File: src/hdl/coprocPkg.sv
// shared widths and types for the multiply coprocessor
package coprocPkg;

    localparam int DATA_WIDTH = 16;  // operand / sample bits
    localparam int ACC_WIDTH  = 40;  // accumulator bits, guard for long dot products
    localparam int GAIN_FRAC  = 12;  // fraction bits of the gain, 1.0 = 4096

    // signed sample or operand
    typedef logic signed [DATA_WIDTH-1:0] dataT;

    // full two's complement product
    typedef logic signed [2*DATA_WIDTH-1:0] productT;

    // running sum in the MAC
    typedef logic signed [ACC_WIDTH-1:0] accT;

    // owner of a multiplier slot
    typedef enum logic {
        clientMac  = 1'b0,
        clientGain = 1'b1
    } clientE;

endpackage

File: src/hdl/mulIf.sv
`timescale 1ns/100ps

// one client's path to the shared multiplier
interface mulIf;

    logic                  req;           // level, held until grant
    coprocPkg::dataT       opA;           // multiplicand
    coprocPkg::dataT       opB;           // multiplier
    logic                  grant;         // one-cycle pulse from arbiter
    logic                  productValid;  // one-cycle pulse, product below is ours
    coprocPkg::productT    product;

    // the requesting unit
    modport client (
        output req, opA, opB,
        input  grant, productValid, product
    );

    // the arbiter side
    modport server (
        input  req, opA, opB,
        output grant, productValid, product
    );

endinterface

File: src/hdl/bwMultiplier.sv
`timescale 1ns/100ps

// signed baugh-wooley array multiplier, registered output
module bwMultiplier #(
    parameter int MUL_STAGES = 2  // register stages, at least 1
) (
    input  logic               clk,
    input  logic               rstN,
    input  logic               inValid,   // operands valid this cycle
    input  coprocPkg::dataT    opA,       // multiplicand
    input  coprocPkg::dataT    opB,       // multiplier
    output logic               outValid,
    output coprocPkg::productT product
);

    localparam int Width = coprocPkg::DATA_WIDTH;

    logic [Width-1:0] pp    [Width];    // partial product bits, row = opB bit
    logic [Width-1:0] carry [Width-1];  // carries per adder row
    logic [Width-2:0] sum   [Width-2];  // sums passed down to next row
    coprocPkg::productT rawProd;        // combinational result

    coprocPkg::productT    prodPipe  [MUL_STAGES];
    logic [MUL_STAGES-1:0] validPipe;

    // one adder cell, {cout, s}; half adder is c = 0
    function automatic logic [1:0] fa(input logic a, input logic b, input logic c);
        return {(a & b) | (a & c) | (b & c), a ^ b ^ c};
    endfunction

    // partial products, nand on sign row and sign column
    for (genvar i = 0; i < Width-1; i++) begin : gPpRow
        for (genvar j = 0; j < Width-1; j++) begin : gPpCol
            assign pp[i][j] = opA[j] & opB[i];
        end
        assign pp[i][Width-1] = ~(opA[Width-1] & opB[i]);  // sign column
    end
    for (genvar k = 0; k < Width-1; k++) begin : gPpSign
        assign pp[Width-1][k] = ~(opB[Width-1] & opA[k]);  // sign row
    end
    assign pp[Width-1][Width-1] = opA[Width-1] & opB[Width-1];  // both signs, plain and

    assign rawProd[0] = pp[0][0];

    // first row adds rows 0 and 1 of pp
    assign {carry[0][0], rawProd[1]} = fa(pp[0][1], pp[1][0], 1'b0);
    for (genvar k = 1; k < Width-1; k++) begin : gRow0
        assign {carry[0][k], sum[0][k-1]} = fa(pp[0][k+1], pp[1][k], carry[0][k-1]);
    end
    // correction 1 at weight Width enters here
    assign {carry[0][Width-1], sum[0][Width-2]} =
        fa(pp[1][Width-1], 1'b1, carry[0][Width-2]);

    // middle rows, each one ripple adder over previous sums
    for (genvar i = 1; i < Width-2; i++) begin : gRowMid
        assign {carry[i][0], rawProd[i+1]} = fa(pp[i+1][0], sum[i-1][0], 1'b0);
        for (genvar k = 1; k < Width-1; k++) begin : gCell
            assign {carry[i][k], sum[i][k-1]} =
                fa(pp[i+1][k], sum[i-1][k], carry[i][k-1]);
        end
        assign {carry[i][Width-1], sum[i][Width-2]} =
            fa(pp[i+1][Width-1], carry[i-1][Width-1], carry[i][Width-2]);
    end

    // last row writes the upper half of the product
    assign {carry[Width-2][0], rawProd[Width-1]} = fa(pp[Width-1][0], sum[Width-3][0], 1'b0);
    for (genvar k = 1; k < Width-1; k++) begin : gRowLast
        assign {carry[Width-2][k], rawProd[k+Width-1]} =
            fa(pp[Width-1][k], sum[Width-3][k], carry[Width-2][k-1]);
    end
    assign {carry[Width-2][Width-1], rawProd[2*Width-2]} =
        fa(pp[Width-1][Width-1], carry[Width-3][Width-1], carry[Width-2][Width-2]);

    // correction 1 at the msb
    assign rawProd[2*Width-1] = ~carry[Width-2][Width-1];

    // product pipeline, data only
    always_ff @(posedge clk) begin
        prodPipe[0] <= rawProd;
        for (int s = 1; s < MUL_STAGES; s++) begin
            prodPipe[s] <= prodPipe[s-1];
        end
    end

    // valid shifts alongside
    always_ff @(posedge clk or negedge rstN) begin
        if (!rstN) begin
            validPipe <= '0;
        end else begin
            validPipe[0] <= inValid;
            for (int s = 1; s < MUL_STAGES; s++) begin
                validPipe[s] <= validPipe[s-1];
            end
        end
    end

    assign product  = prodPipe[MUL_STAGES-1];
    assign outValid = validPipe[MUL_STAGES-1];

    // latency is fixed at MUL_STAGES, and the array result is the signed product
    aValidLatency: assert property (
        @(posedge clk) disable iff (!rstN)
        inValid |-> ##MUL_STAGES (outValid && product ==
            $past(coprocPkg::productT'(opA) * coprocPkg::productT'(opB), MUL_STAGES))
    );

endmodule

File: src/hdl/gainScaler.sv
`timescale 1ns/100ps

// fixed point gain, product rescaled and saturated to sample width
module gainScaler (
    input  logic            clk,
    input  logic            rstN,
    input  logic            gainLoad,
    input  coprocPkg::dataT gainIn,       // GAIN_FRAC fraction bits
    input  logic            sampleValid,
    input  coprocPkg::dataT sampleIn,
    output logic            gainReady,
    output logic            scaledValid,
    output coprocPkg::dataT scaledOut,
    mulIf.client            mulPort
);

    localparam coprocPkg::dataT MaxData = {1'b0, {(coprocPkg::DATA_WIDTH-1){1'b1}}};
    localparam coprocPkg::dataT MinData = {1'b1, {(coprocPkg::DATA_WIDTH-1){1'b0}}};

    coprocPkg::dataT    gainReg;
    coprocPkg::dataT    sampleReg;
    coprocPkg::productT shifted;  // product back to integer scale
    coprocPkg::dataT    satVal;
    logic               reqReg;
    logic               busy;

    assign gainReady = !busy;

    // arithmetic shift keeps the sign, then clamp
    always_comb begin
        shifted = mulPort.product >>> coprocPkg::GAIN_FRAC;
        if (shifted > coprocPkg::productT'(MaxData))      satVal = MaxData;
        else if (shifted < coprocPkg::productT'(MinData)) satVal = MinData;
        else                                              satVal = coprocPkg::dataT'(shifted);
    end

    always_ff @(posedge clk) begin
        if (sampleValid && !busy) sampleReg <= sampleIn;
        if (mulPort.productValid) scaledOut <= satVal;
    end

    always_ff @(posedge clk or negedge rstN) begin
        if (!rstN) begin
            gainReg     <= '0;
            reqReg      <= 1'b0;
            busy        <= 1'b0;
            scaledValid <= 1'b0;
        end else begin
            scaledValid <= mulPort.productValid;
            if (gainLoad) gainReg <= gainIn;
            if (sampleValid && !busy) begin
                reqReg <= 1'b1;
                busy   <= 1'b1;
            end else if (mulPort.grant) begin
                reqReg <= 1'b0;
            end
            if (mulPort.productValid) busy <= 1'b0;  // ready back with the result
        end
    end

    assign mulPort.req = reqReg;
    assign mulPort.opA = sampleReg;
    assign mulPort.opB = gainReg;

endmodule

File: src/hdl/macUnit.sv
`timescale 1ns/100ps

// multiply-accumulate client
module macUnit (
    input  logic            clk,
    input  logic            rstN,
    input  logic            macClear,     // zero the accumulator
    input  logic            sampleValid,
    input  coprocPkg::dataT sampleX,
    input  coprocPkg::dataT weightW,
    output logic            macReady,
    output logic            accValid,     // one pulse per sample
    output coprocPkg::accT  accOut,
    mulIf.client            mulPort
);

    coprocPkg::dataT xReg;  // latched operands
    coprocPkg::dataT wReg;
    logic            reqReg;
    logic            busy;  // sample accepted, result not back yet
    logic            accept;

    assign accept   = sampleValid && !busy;
    assign macReady = !busy;

    // operands only move when a sample is taken
    always_ff @(posedge clk) begin
        if (accept) begin
            xReg <= sampleX;
            wReg <= weightW;
        end
    end

    always_ff @(posedge clk or negedge rstN) begin
        if (!rstN) begin
            reqReg   <= 1'b0;
            busy     <= 1'b0;
            accValid <= 1'b0;
            accOut   <= '0;
        end else begin
            accValid <= 1'b0;
            if (macClear) accOut <= '0;  // only while idle
            if (accept) begin
                reqReg <= 1'b1;
                busy   <= 1'b1;
            end else if (mulPort.grant) begin
                reqReg <= 1'b0;  // one request per sample
            end
            if (mulPort.productValid) begin
                accOut   <= accOut + coprocPkg::accT'(mulPort.product);  // sign extended
                accValid <= 1'b1;
                busy     <= 1'b0;
            end
        end
    end

    assign mulPort.req = reqReg;
    assign mulPort.opA = xReg;
    assign mulPort.opB = wReg;

    // driver must respect ready
    aNoSampleBusy: assert property (
        @(posedge clk) disable iff (!rstN) sampleValid |-> macReady
    );

endmodule

File: src/hdl/mulArbiter.sv
`timescale 1ns/100ps

// round-robin share of the multiplier between mac and gain clients
module mulArbiter #(
    parameter int MUL_STAGES = 2  // must match the multiplier depth
) (
    input  logic               clk,
    input  logic               rstN,
    mulIf.server               macPort,
    mulIf.server               gainPort,
    output logic               mulValid,    // to multiplier inValid
    output coprocPkg::dataT    mulA,
    output coprocPkg::dataT    mulB,
    input  logic               mulDone,     // multiplier outValid
    input  coprocPkg::productT mulProduct
);

    coprocPkg::clientE lastGrant;              // winner of the last grant
    coprocPkg::clientE winner;
    coprocPkg::clientE ownerPipe [MUL_STAGES]; // tag per slot in flight

    // pick a winner, tie goes to the one not served last
    always_comb begin
        if (macPort.req && gainPort.req) begin
            winner = (lastGrant == coprocPkg::clientMac) ? coprocPkg::clientGain
                                                         : coprocPkg::clientMac;
        end else if (gainPort.req) begin
            winner = coprocPkg::clientGain;
        end else begin
            winner = coprocPkg::clientMac;  // also the idle default
        end
    end

    assign macPort.grant  = macPort.req  && (winner == coprocPkg::clientMac);
    assign gainPort.grant = gainPort.req && (winner == coprocPkg::clientGain);

    // operand mux into the multiplier
    assign mulValid = macPort.req | gainPort.req;
    assign mulA     = (winner == coprocPkg::clientGain) ? gainPort.opA : macPort.opA;
    assign mulB     = (winner == coprocPkg::clientGain) ? gainPort.opB : macPort.opB;

    always_ff @(posedge clk or negedge rstN) begin
        if (!rstN) begin
            lastGrant <= coprocPkg::clientGain;  // mac wins the first tie
        end else if (mulValid) begin
            lastGrant <= winner;
        end
    end

    // owner tags track the product pipeline
    always_ff @(posedge clk) begin
        ownerPipe[0] <= winner;
        for (int s = 1; s < MUL_STAGES; s++) begin
            ownerPipe[s] <= ownerPipe[s-1];
        end
    end

    // route the product back to whoever asked
    assign macPort.productValid  = mulDone && (ownerPipe[MUL_STAGES-1] == coprocPkg::clientMac);
    assign gainPort.productValid = mulDone && (ownerPipe[MUL_STAGES-1] == coprocPkg::clientGain);
    assign macPort.product       = mulProduct;
    assign gainPort.product      = mulProduct;

    // each grant comes back to the same client after the multiplier latency
    aMacReturn: assert property (
        @(posedge clk) disable iff (!rstN) macPort.grant |-> ##MUL_STAGES macPort.productValid
    );

    aGainReturn: assert property (
        @(posedge clk) disable iff (!rstN) gainPort.grant |-> ##MUL_STAGES gainPort.productValid
    );

endmodule

File: src/hdl/mulCoproc.sv
`timescale 1ns/100ps

// coprocessor top, two clients sharing one multiplier
module mulCoproc #(
    parameter int MUL_STAGES = 2
) (
    input  logic            clk,
    input  logic            rstN,
    input  logic            macClear,
    input  logic            macSampleValid,
    input  coprocPkg::dataT macSampleX,
    input  coprocPkg::dataT macWeightW,
    output logic            macReady,
    output logic            macAccValid,
    output coprocPkg::accT  macAccOut,
    input  logic            gainLoad,
    input  coprocPkg::dataT gainIn,
    input  logic            gainSampleValid,
    input  coprocPkg::dataT gainSampleIn,
    output logic            gainReady,
    output logic            gainScaledValid,
    output coprocPkg::dataT gainScaledOut
);

    mulIf macBus ();
    mulIf gainBus ();

    logic               mulValid;    // arbiter to multiplier
    coprocPkg::dataT    mulA;
    coprocPkg::dataT    mulB;
    logic               mulDone;     // multiplier back to arbiter
    coprocPkg::productT mulProduct;

    macUnit macUnit_inst (
        .clk(clk), .rstN(rstN), .macClear(macClear), .sampleValid(macSampleValid),
        .sampleX(macSampleX), .weightW(macWeightW), .macReady(macReady),
        .accValid(macAccValid), .accOut(macAccOut), .mulPort(macBus.client)
    );

    gainScaler gainScaler_inst (
        .clk(clk), .rstN(rstN), .gainLoad(gainLoad), .gainIn(gainIn),
        .sampleValid(gainSampleValid), .sampleIn(gainSampleIn), .gainReady(gainReady),
        .scaledValid(gainScaledValid), .scaledOut(gainScaledOut), .mulPort(gainBus.client)
    );

    mulArbiter #(.MUL_STAGES(MUL_STAGES)) mulArbiter_inst (
        .clk(clk), .rstN(rstN), .macPort(macBus.server), .gainPort(gainBus.server),
        .mulValid(mulValid), .mulA(mulA), .mulB(mulB),
        .mulDone(mulDone), .mulProduct(mulProduct)
    );

    bwMultiplier #(.MUL_STAGES(MUL_STAGES)) bwMultiplier_inst (
        .clk(clk), .rstN(rstN), .inValid(mulValid), .opA(mulA), .opB(mulB),
        .outValid(mulDone), .product(mulProduct)
    );

endmodule

File: config.mk
export PLATFORM = sky130hd
export DESIGN_NAME = mulCoproc
export DESIGN_NICKNAME = d
export VERILOG_FILES = /design/src/hdl/coprocPkg.sv /design/src/hdl/mulIf.sv /design/src/hdl/bwMultiplier.sv /design/src/hdl/gainScaler.sv /design/src/hdl/macUnit.sv /design/src/hdl/mulArbiter.sv /design/src/hdl/mulCoproc.sv
export SDC_FILE = /design/constraint.sdc
export NUM_CORES = 1
export LEC_CHECK = 0
export BUFFER_PORTS_ARGS = -buffer_cell sky130_fd_sc_hd__buf_2
export CAP_MARGIN = 20
export CORE_MARGIN = 5
export CORE_UTILIZATION = 27
export CTS_CLUSTER_SIZE = 24
export DETAILED_ROUTE_END_ITERATION = 10
export GPL_ROUTABILITY_DRIVEN = 0
export GPL_TIMING_DRIVEN = 0
export SLEW_MARGIN = 10
export SYNTH_ARGS = -nofsm -noshare
export SYNTH_HDL_FRONTEND = slang
export SYNTH_HIERARCHICAL = 1
export SYNTH_SLANG_ARGS = --single-unit
export TNS_END_PERCENT = 30
File: constraint.sdc
create_clock -name clk -period 22.4 [get_ports clk]
set_clock_uncertainty 0.1 [all_clocks]
set_input_delay 1.12 -clock clk [delete_from_list [all_inputs] [get_ports clk]]
set_output_delay 1.12 -clock clk [all_outputs]
set_load 0.1 [all_outputs]
# After elaboration in Yosys (flattened, before gate mapping)
# Memory sizes are Yosys's and may differ from the RTL's.
# Index checks and enable logic that the tools add are counted.
# word_totals
ff_bits	129
latchBits	0
ramBits	66
rom_bits	0
elab_cells	1942
memories	2
# memory_table
name	depth	word_bits	rd	rd_clocked_by_memory_dff	write_ports	line_no	rtl
bwMultiplier_inst.prodPipe	2	32	2	0	2	bwMultiplier.sv:23	coprocPkg::productT prodPipe [MUL_STAGES];
mulArbiter_inst.ownerPipe	2	1	2	0	2	mulArbiter.sv:20	coprocPkg::clientE ownerPipe [MUL_STAGES];
# classes
addsub	1
n_mul	0
div	0
n_lt_le_gt_ge	2
n_eq_ne	0
n_shift	0
mux	17
bitwise	1892
reduce_logical	14
# op_table
op	count
1-bit bitwise AND	944
1-bit XOR	464
1-bit OR	451
40-bit 2-to-1 mux	2
16-bit 2-to-1 mux	3
40-bit by 32-bit adder with 40-bit output	1
1-bit NOT	33
20-bit by 16-bit > comparator with 1-bit output, second input constant	1
20-bit by 16-bit less-than comparator with 1-bit output, second input constant	1
1-bit 2-to-1 mux	12
2-bit nonzero test	5
1-bit logical AND	7
1-bit zero test	2

# Longest topological paths before layout
# Gate-level depths: netlist of run 1.
# logic_depth
word_depth	120
depth_mapped	58

# Hierarchy
# Netlist of run 1, hierarchy kept.
# by_module_without_submodules
module	instances	cells_per_inst	area_each_um2
bwMultiplier	1	661	8179.1
macUnit	1	505	4804.6
gainScaler	1	135	2128.3
mulArbiter	1	111	1006.0

# Worst setup path before layout of run 1
# No wires, ideal clock.
# synth_timing
kind	register to register
startpoint	register macUnit_inst.reqReg (netlist: macUnit_inst/mulPort.req)
endpoint	memory bwMultiplier_inst/prodPipe[0][30] in the netlist's numbering
setup_ns	0.057
t_arrival_ns	19.686
t_required_ns	22.243
path_slack_ns	2.557
stages_incl_launch_ff	55
cell_sequence	dfrtp_1 > a21boi_4 > buf_6 > mux2_2 > and2_2 > ha_1 > fa_1 > inv_1 > fa_1 > fa_1 > fa_1 > fa_1 > fa_1 > fa_1 > inv_1 > fa_1 > inv_1 > fa_1 > [... 19 more ...] > fa_1 > fa_1 > fa_1 > fa_1 > fa_1 > fa_1 > fa_1 > fa_1 > fa_1 > fa_1 > fa_1 > fa_1 > fa_1 > fa_1 > fa_1 > inv_1 > fa_1 > inv_1
# synth_rtl
item	line_no	rtl
from (decl)	macUnit.sv:19	logic reqReg;
from (signal assigned)	macUnit.sv:36	reqReg <= 1'b0;
from (signal assigned)	macUnit.sv:44	reqReg <= 1'b1;
from (signal assigned)	macUnit.sv:47	reqReg <= 1'b0;
to (decl)	bwMultiplier.sv:23	

==> results.sh, run 1 <==
export IMPL_setup_worst_path_end="bwMultiplier_inst/prodPipe[0][30]"
export IMPL_rr_worst_depth=54
export IMPL_grt_pass1_wl_um=61000
export IMPL_crit_cells=54
export IMPL_fin_crit_ps=20940
export IMPL_drive_gt1_frac=0.246
export IMPL_start_kind="flop"
export IMPL_slew_viol_final=0
export IMPL_die_w_um=254
export IMPL_nets=1900
export IMPL_drc=0
export IMPL_cts_resized=0
export IMPL_rsz0062_at_grt="false"
export IMPL_crit_buf_inv=7
export IMPL_num_antenna_cells=0
export IMPL_grt_max_degree=47
export IMPL_path_class="reg2reg"
export IMPL_finalWirelength_um=37200
export IMPL_clkSlewWorstSetupHoldPaths_ps=70
export IMPL_worst_r2r_setup_slack_ps=1460
export IMPL_antenna_left=0
export IMPL_slowest_stage="fa_1"
export IMPL_final_common_cell="fa_1"
export IMPL_io_buffer_count=128
export IMPL_num_vias=10500
export IMPL_vias_per_cell=4.48
export IMPL_worst_pin_slew_ps=991
export IMPL_die_y_um=254
export IMPL_h_tree_depth=4
export IMPL_cts_tree="yes"
export IMPL_grt_pass1_vias=11400
export IMPL_first_pass_iters=5
export IMPL_first_iter_violations=455
export IMPL_grt_total_usage=0.120
export IMPL_synthCells=1400
export IMPL_post_cts_buffers=0
export IMPL_hold_viol=0
export IMPL_numCtsBuffers=17
export IMPL_startpoint="macUnit_inst/mulPort.req"
export IMPL_tns_ps=0
export IMPL_max_cap_violations=0
export IMPL_cp_max_fo=10
export IMPL_cp_arrival_ps=21250
export IMPL_core_area_um2=58900
export IMPL_syn_to_final_growth_pct=14.3
export IMPL_numClockSinks=195
export IMPL_r2r_end="bwMultiplier_inst/prodPipe[0][30]"
export IMPL_fin_util=0.311
export IMPL_start_util=0.272
export IMPL_fin_crit_sh=0.935
export IMPL_setup_viol=0
export IMPL_n_fill_cell=5994
export IMPL_required_ps=22710
export IMPL_antenna_found_initial=1
export IMPL_max_freq_mhz=47.8
export IMPL_relSlewSlack=0.340
export IMPL_cp_end_kind="flop"
export IMPL_cts_root_buf="clkbuf_16"
export IMPL_layout_common_cells="225 x fa_1, 188 x and2_1, 134 x buf_2"
export IMPL_postCtsHoldBufs=0
export IMPL_reg2reg_from="macUnit_inst/mulPort.req"
export IMPL_grt_overflow_total=0
export IMPL_outcome="complete, no violations"
export IMPL_ios=130
export IMPL_syn_area_um2=16000
export IMPL_cts_buffer_depth=2
export IMPL_cp_top_family="adder cells"
export IMPL_cp_slowest_stage_delay_ps=520
export IMPL_ys_warn_count=6
export IMPL_row_count=89
export IMPL_min_from="bwMultiplier_inst/prodPipe[0][16]"
export IMPL_syn_avg_cell_area_um2=11.4
export IMPL_post_dp_hpwl_um=31500
export IMPL_hold_path_class="reg2reg"
export IMPL_wl_per_cell_um=15.9
export IMPL_clk_latency_ps=460
export IMPL_syn_nets=1750
export IMPL_crit_top_cell="fa_1"
export IMPL_die_area_um2=64300
## registers in the layout, summed over array words and instances, names as in the netlist, 2 cells and up
register,cells
macUnit_inst/mulPort.opA,16
mulArbiter_inst/ownerPipe,2
gainScaler_inst/mulPort.opA,16
macUnit_inst/accOut,40
bwMultiplier_inst/prodPipe,64
gainScaler_inst/mulPort.opB,16
macUnit_inst/mulPort.opB,16
bwMultiplier_inst/validPipe,2
gainScaler_inst/scaledOut,16
## area by class of cell
cell class,instances,area (um^2),share of cell area
Buffer,157,1200,0.0653
Clock buffer,17,425,0.0232
Clock inverter,15,178,0.00970
Inverter,50,188,0.0102
Multi-Input combinational cell,998,9780,0.534
Sequential cell,195,4870,0.266
Tap cell,773,967,0.0528
Timing Repair Buffer,131,706,0.0385
## routing by layer
| metal | global-route usage | up-vias | routed length, um |
|---|---|---|---|
| met5 | 0 | - | 0 |
| li1 | - | 4896 | - |
| met1 | 0.154 | 5339 | 16500 |
| met3 | 0.0193 | 27 | 1460 |
| met4 | 0.0293 | 0 | 488 |
| met2 | 0.212 | 209 | 18800 |
## per-stage QoR
stage	hold WS, ps	area (um^2)	instances	setup WS (ps)
floorplan	210	16000	1400	2560
detailed placement	212	17700	2304	1400
global route	234	18300	2336	741
finish	226	18300	2336	1460
CTS	228	18300	2336	1360
global placement	211	17600	2301	1590
## worst min path at each step
stage,slack (ps),cells after the start,end
floorplan,210,0,bwMultiplier_inst/prodPipe[0][32]
CTS,230,0,bwMultiplier_inst/prodPipe[0][39]
global route,230,0,mulArbiter_inst/ownerPipe[0][1]
finish,230,0,bwMultiplier_inst/prodPipe[0][48]
detailed placement,210,0,bwMultiplier_inst/prodPipe[0][42]
global placement,210,0,mulArbiter_inst/ownerPipe[0][1]
## worst reg2reg max path: cells and delay by family, from the launching register on
kind / cells / cell delay [ps]
flip-flops: 1 / 460
AND/OR/NAND/NOR: 1 / 220
multiplexers: 1 / 440
AO/OA/AOI/OAI: 1 / 410
adder cells (fa/ha/maj): 44 / 18660
buffers and inverters: 7 / 610
Power of run 1 is not shown: default switching activity piles up to over one toggle a cycle in this logic, so the estimate is an artifact.
==> run 2, diff against run 1 <==
ABC_AREA = 1   (was default)
TNS_END_PERCENT = default   (was 30)
==> results.sh, run 2 <==
export IMPL_cts_resized=0
export IMPL_first_pass_iters=5
export IMPL_grt_max_degree=42
export IMPL_die_w_um=262
export IMPL_post_dp_hpwl_um=34300
export IMPL_grt_total_usage=0.121
export IMPL_cts_root_buf="clkbuf_16"
export IMPL_crit_buf_inv=9
export IMPL_layout_common_cells="647 x nand2_1, 360 x inv_1, 225 x fa_1"
export IMPL_nets=2470
export IMPL_clkSlewWorstSetupHoldPaths_ps=80
export IMPL_grt_pass1_wl_um=65900
export IMPL_hold_viol=0
export IMPL_vias_per_cell=3.96
export IMPL_syn_area_um2=17200
export IMPL_path_class="reg2reg"
export IMPL_cp_end_kind="flop"
export IMPL_reg_top3="bwMultiplier_inst/prodPipe: 64 flops, macUnit_inst/accOut: 40 flops"
export IMPL_largest_reg_flops=64
export IMPL_worst_pin_slew_ps=966
export IMPL_io_buffer_count=128
export IMPL_cts_tree="yes"
export IMPL_postCtsHoldBufs=0
export IMPL_place_area_um2=18900
export IMPL_fin_crit_ps=20350
export IMPL_clk_latency_ps=490
export IMPL_num_vias=11800
export IMPL_grt_pass1_vias=12400
export IMPL_hold_path_class="reg2reg"
export IMPL_antenna_left=0
export IMPL_relSlewSlack=0.355
export IMPL_max_freq_mhz=49.1
export IMPL_cp_arrival_ps=20690
export IMPL_tns_ps=0
export IMPL_cp_top_family="adder cells"
export IMPL_core_area_um2=63100
export IMPL_start_util=0.272
export IMPL_outcome="complete, no violations"
export IMPL_design_area_um2=19600
export IMPL_row_count=92
export IMPL_numCtsBuffers=17
export IMPL_numClockSinks=195
export IMPL_crit_top_cell="fa_1"
export IMPL_ys_warn_count=6
export IMPL_post_cts_buffers=0
export IMPL_num_antenna_cells=0
export IMPL_required_ps=22730
export IMPL_finalWirelength_um=39600
export IMPL_slew_viol_final=0
export IMPL_top_register="bwMultiplier_inst/prodPipe"
export IMPL_n_fill_cell=6721
export IMPL_dp_cells=2947
export IMPL_fin_crit_sh=0.909
export IMPL_first_iter_violations=529
export IMPL_grt_overflow_total=0
export IMPL_cp_max_fo=10
export IMPL_syn_nets=2321
export IMPL_max_cap_violations=0
export IMPL_final_cells=2979
export IMPL_die_area_um2=68800
export IMPL_wl_per_cell_um=13.3
export IMPL_slowest_stage="dfstp_2"
export IMPL_final_common_cell="nand2_1"
export IMPL_start_kind="flop"
export IMPL_multi_input_comb_area_um2=9440
export IMPL_die_y_um=262
export IMPL_synthCells=1971
export IMPL_rsz0062_at_grt="false"
export IMPL_drive_gt1_frac=0.178
export IMPL_seqCellArea_um2=4870
export IMPL_cts_buffer_depth=2
export IMPL_h_tree_depth=4
export IMPL_syn_to_final_growth_pct=13.9
export IMPL_cp_slowest_stage_delay_ps=560
export IMPL_ios=130
export IMPL_setup_viol=0
export IMPL_drc=0
export IMPL_syn_avg_cell_area_um2=8.72
export IMPL_antenna_found_initial=0
run 2: cell type report:
cell class / count / share of cell area
inverters: 363 / 0.0696
clock inverters: 15 / 0.0103
well taps: 846 / 0.0541
multi-input cells: 1242 / 0.483
repair buffers: 130 / 0.0353
clock buffers: 17 / 0.0217
flip-flops and latches: 195 / 0.249
plain buffers: 171 / 0.0774
run 2: final timing paths:
kind / start / to / slack [ps] / cells after the start
min in group asynchronous: rstN / macUnit_inst/accOut[15] / 440 / 1
worst min register to register: bwMultiplier_inst/prodPipe[0][6] / bwMultiplier_inst/prodPipe[0][38] / 220 / 0
worst max-delay path: mulArbiter_inst/lastGrant / bwMultiplier_inst/prodPipe[0][30] / 2050 / 57
max in group asynchronous: rstN / mulArbiter_inst/lastGrant / 21130 / 2
worst max register to register: mulArbiter_inst/lastGrant / bwMultiplier_inst/prodPipe[0][30] / 2050 / 57
worst min-delay path: bwMultiplier_inst/prodPipe[0][6] / bwMultiplier_inst/prodPipe[0][38] / 220 / 0
run 2: metal layers:
metal  global-route usage  vias to the layer above  wire length [um]
met5                    0                        -                 0
met4               0.0284                        0               570
met3               0.0278                       29              1980
met2                0.204                      232             18700
met1                0.158                     5466             18300
li1                     -                     6062                 -
run 2: through the flow:
step           setup slack [ps]   util  hold WS, ps
2_1_floorplan              2850      -          210
3_3_place_gp               2070  0.299          210
3_5_place_dp               1900  0.300          212
4_1_cts                    1890  0.310          221
5_1_grt                    1280  0.310          229
6_report                   2050  0.310          225
run 2: worst reg2reg max path: cells and delay by family (launching register included):
kind | cells | cell delay (ps)
AND/OR/NAND/NOR | 4 | 340
buffers and inverters | 9 | 830
adder cells (fa/ha/maj) | 44 | 18490
flip-flops | 1 | 560
Power of run 2 is left out for the same reason.
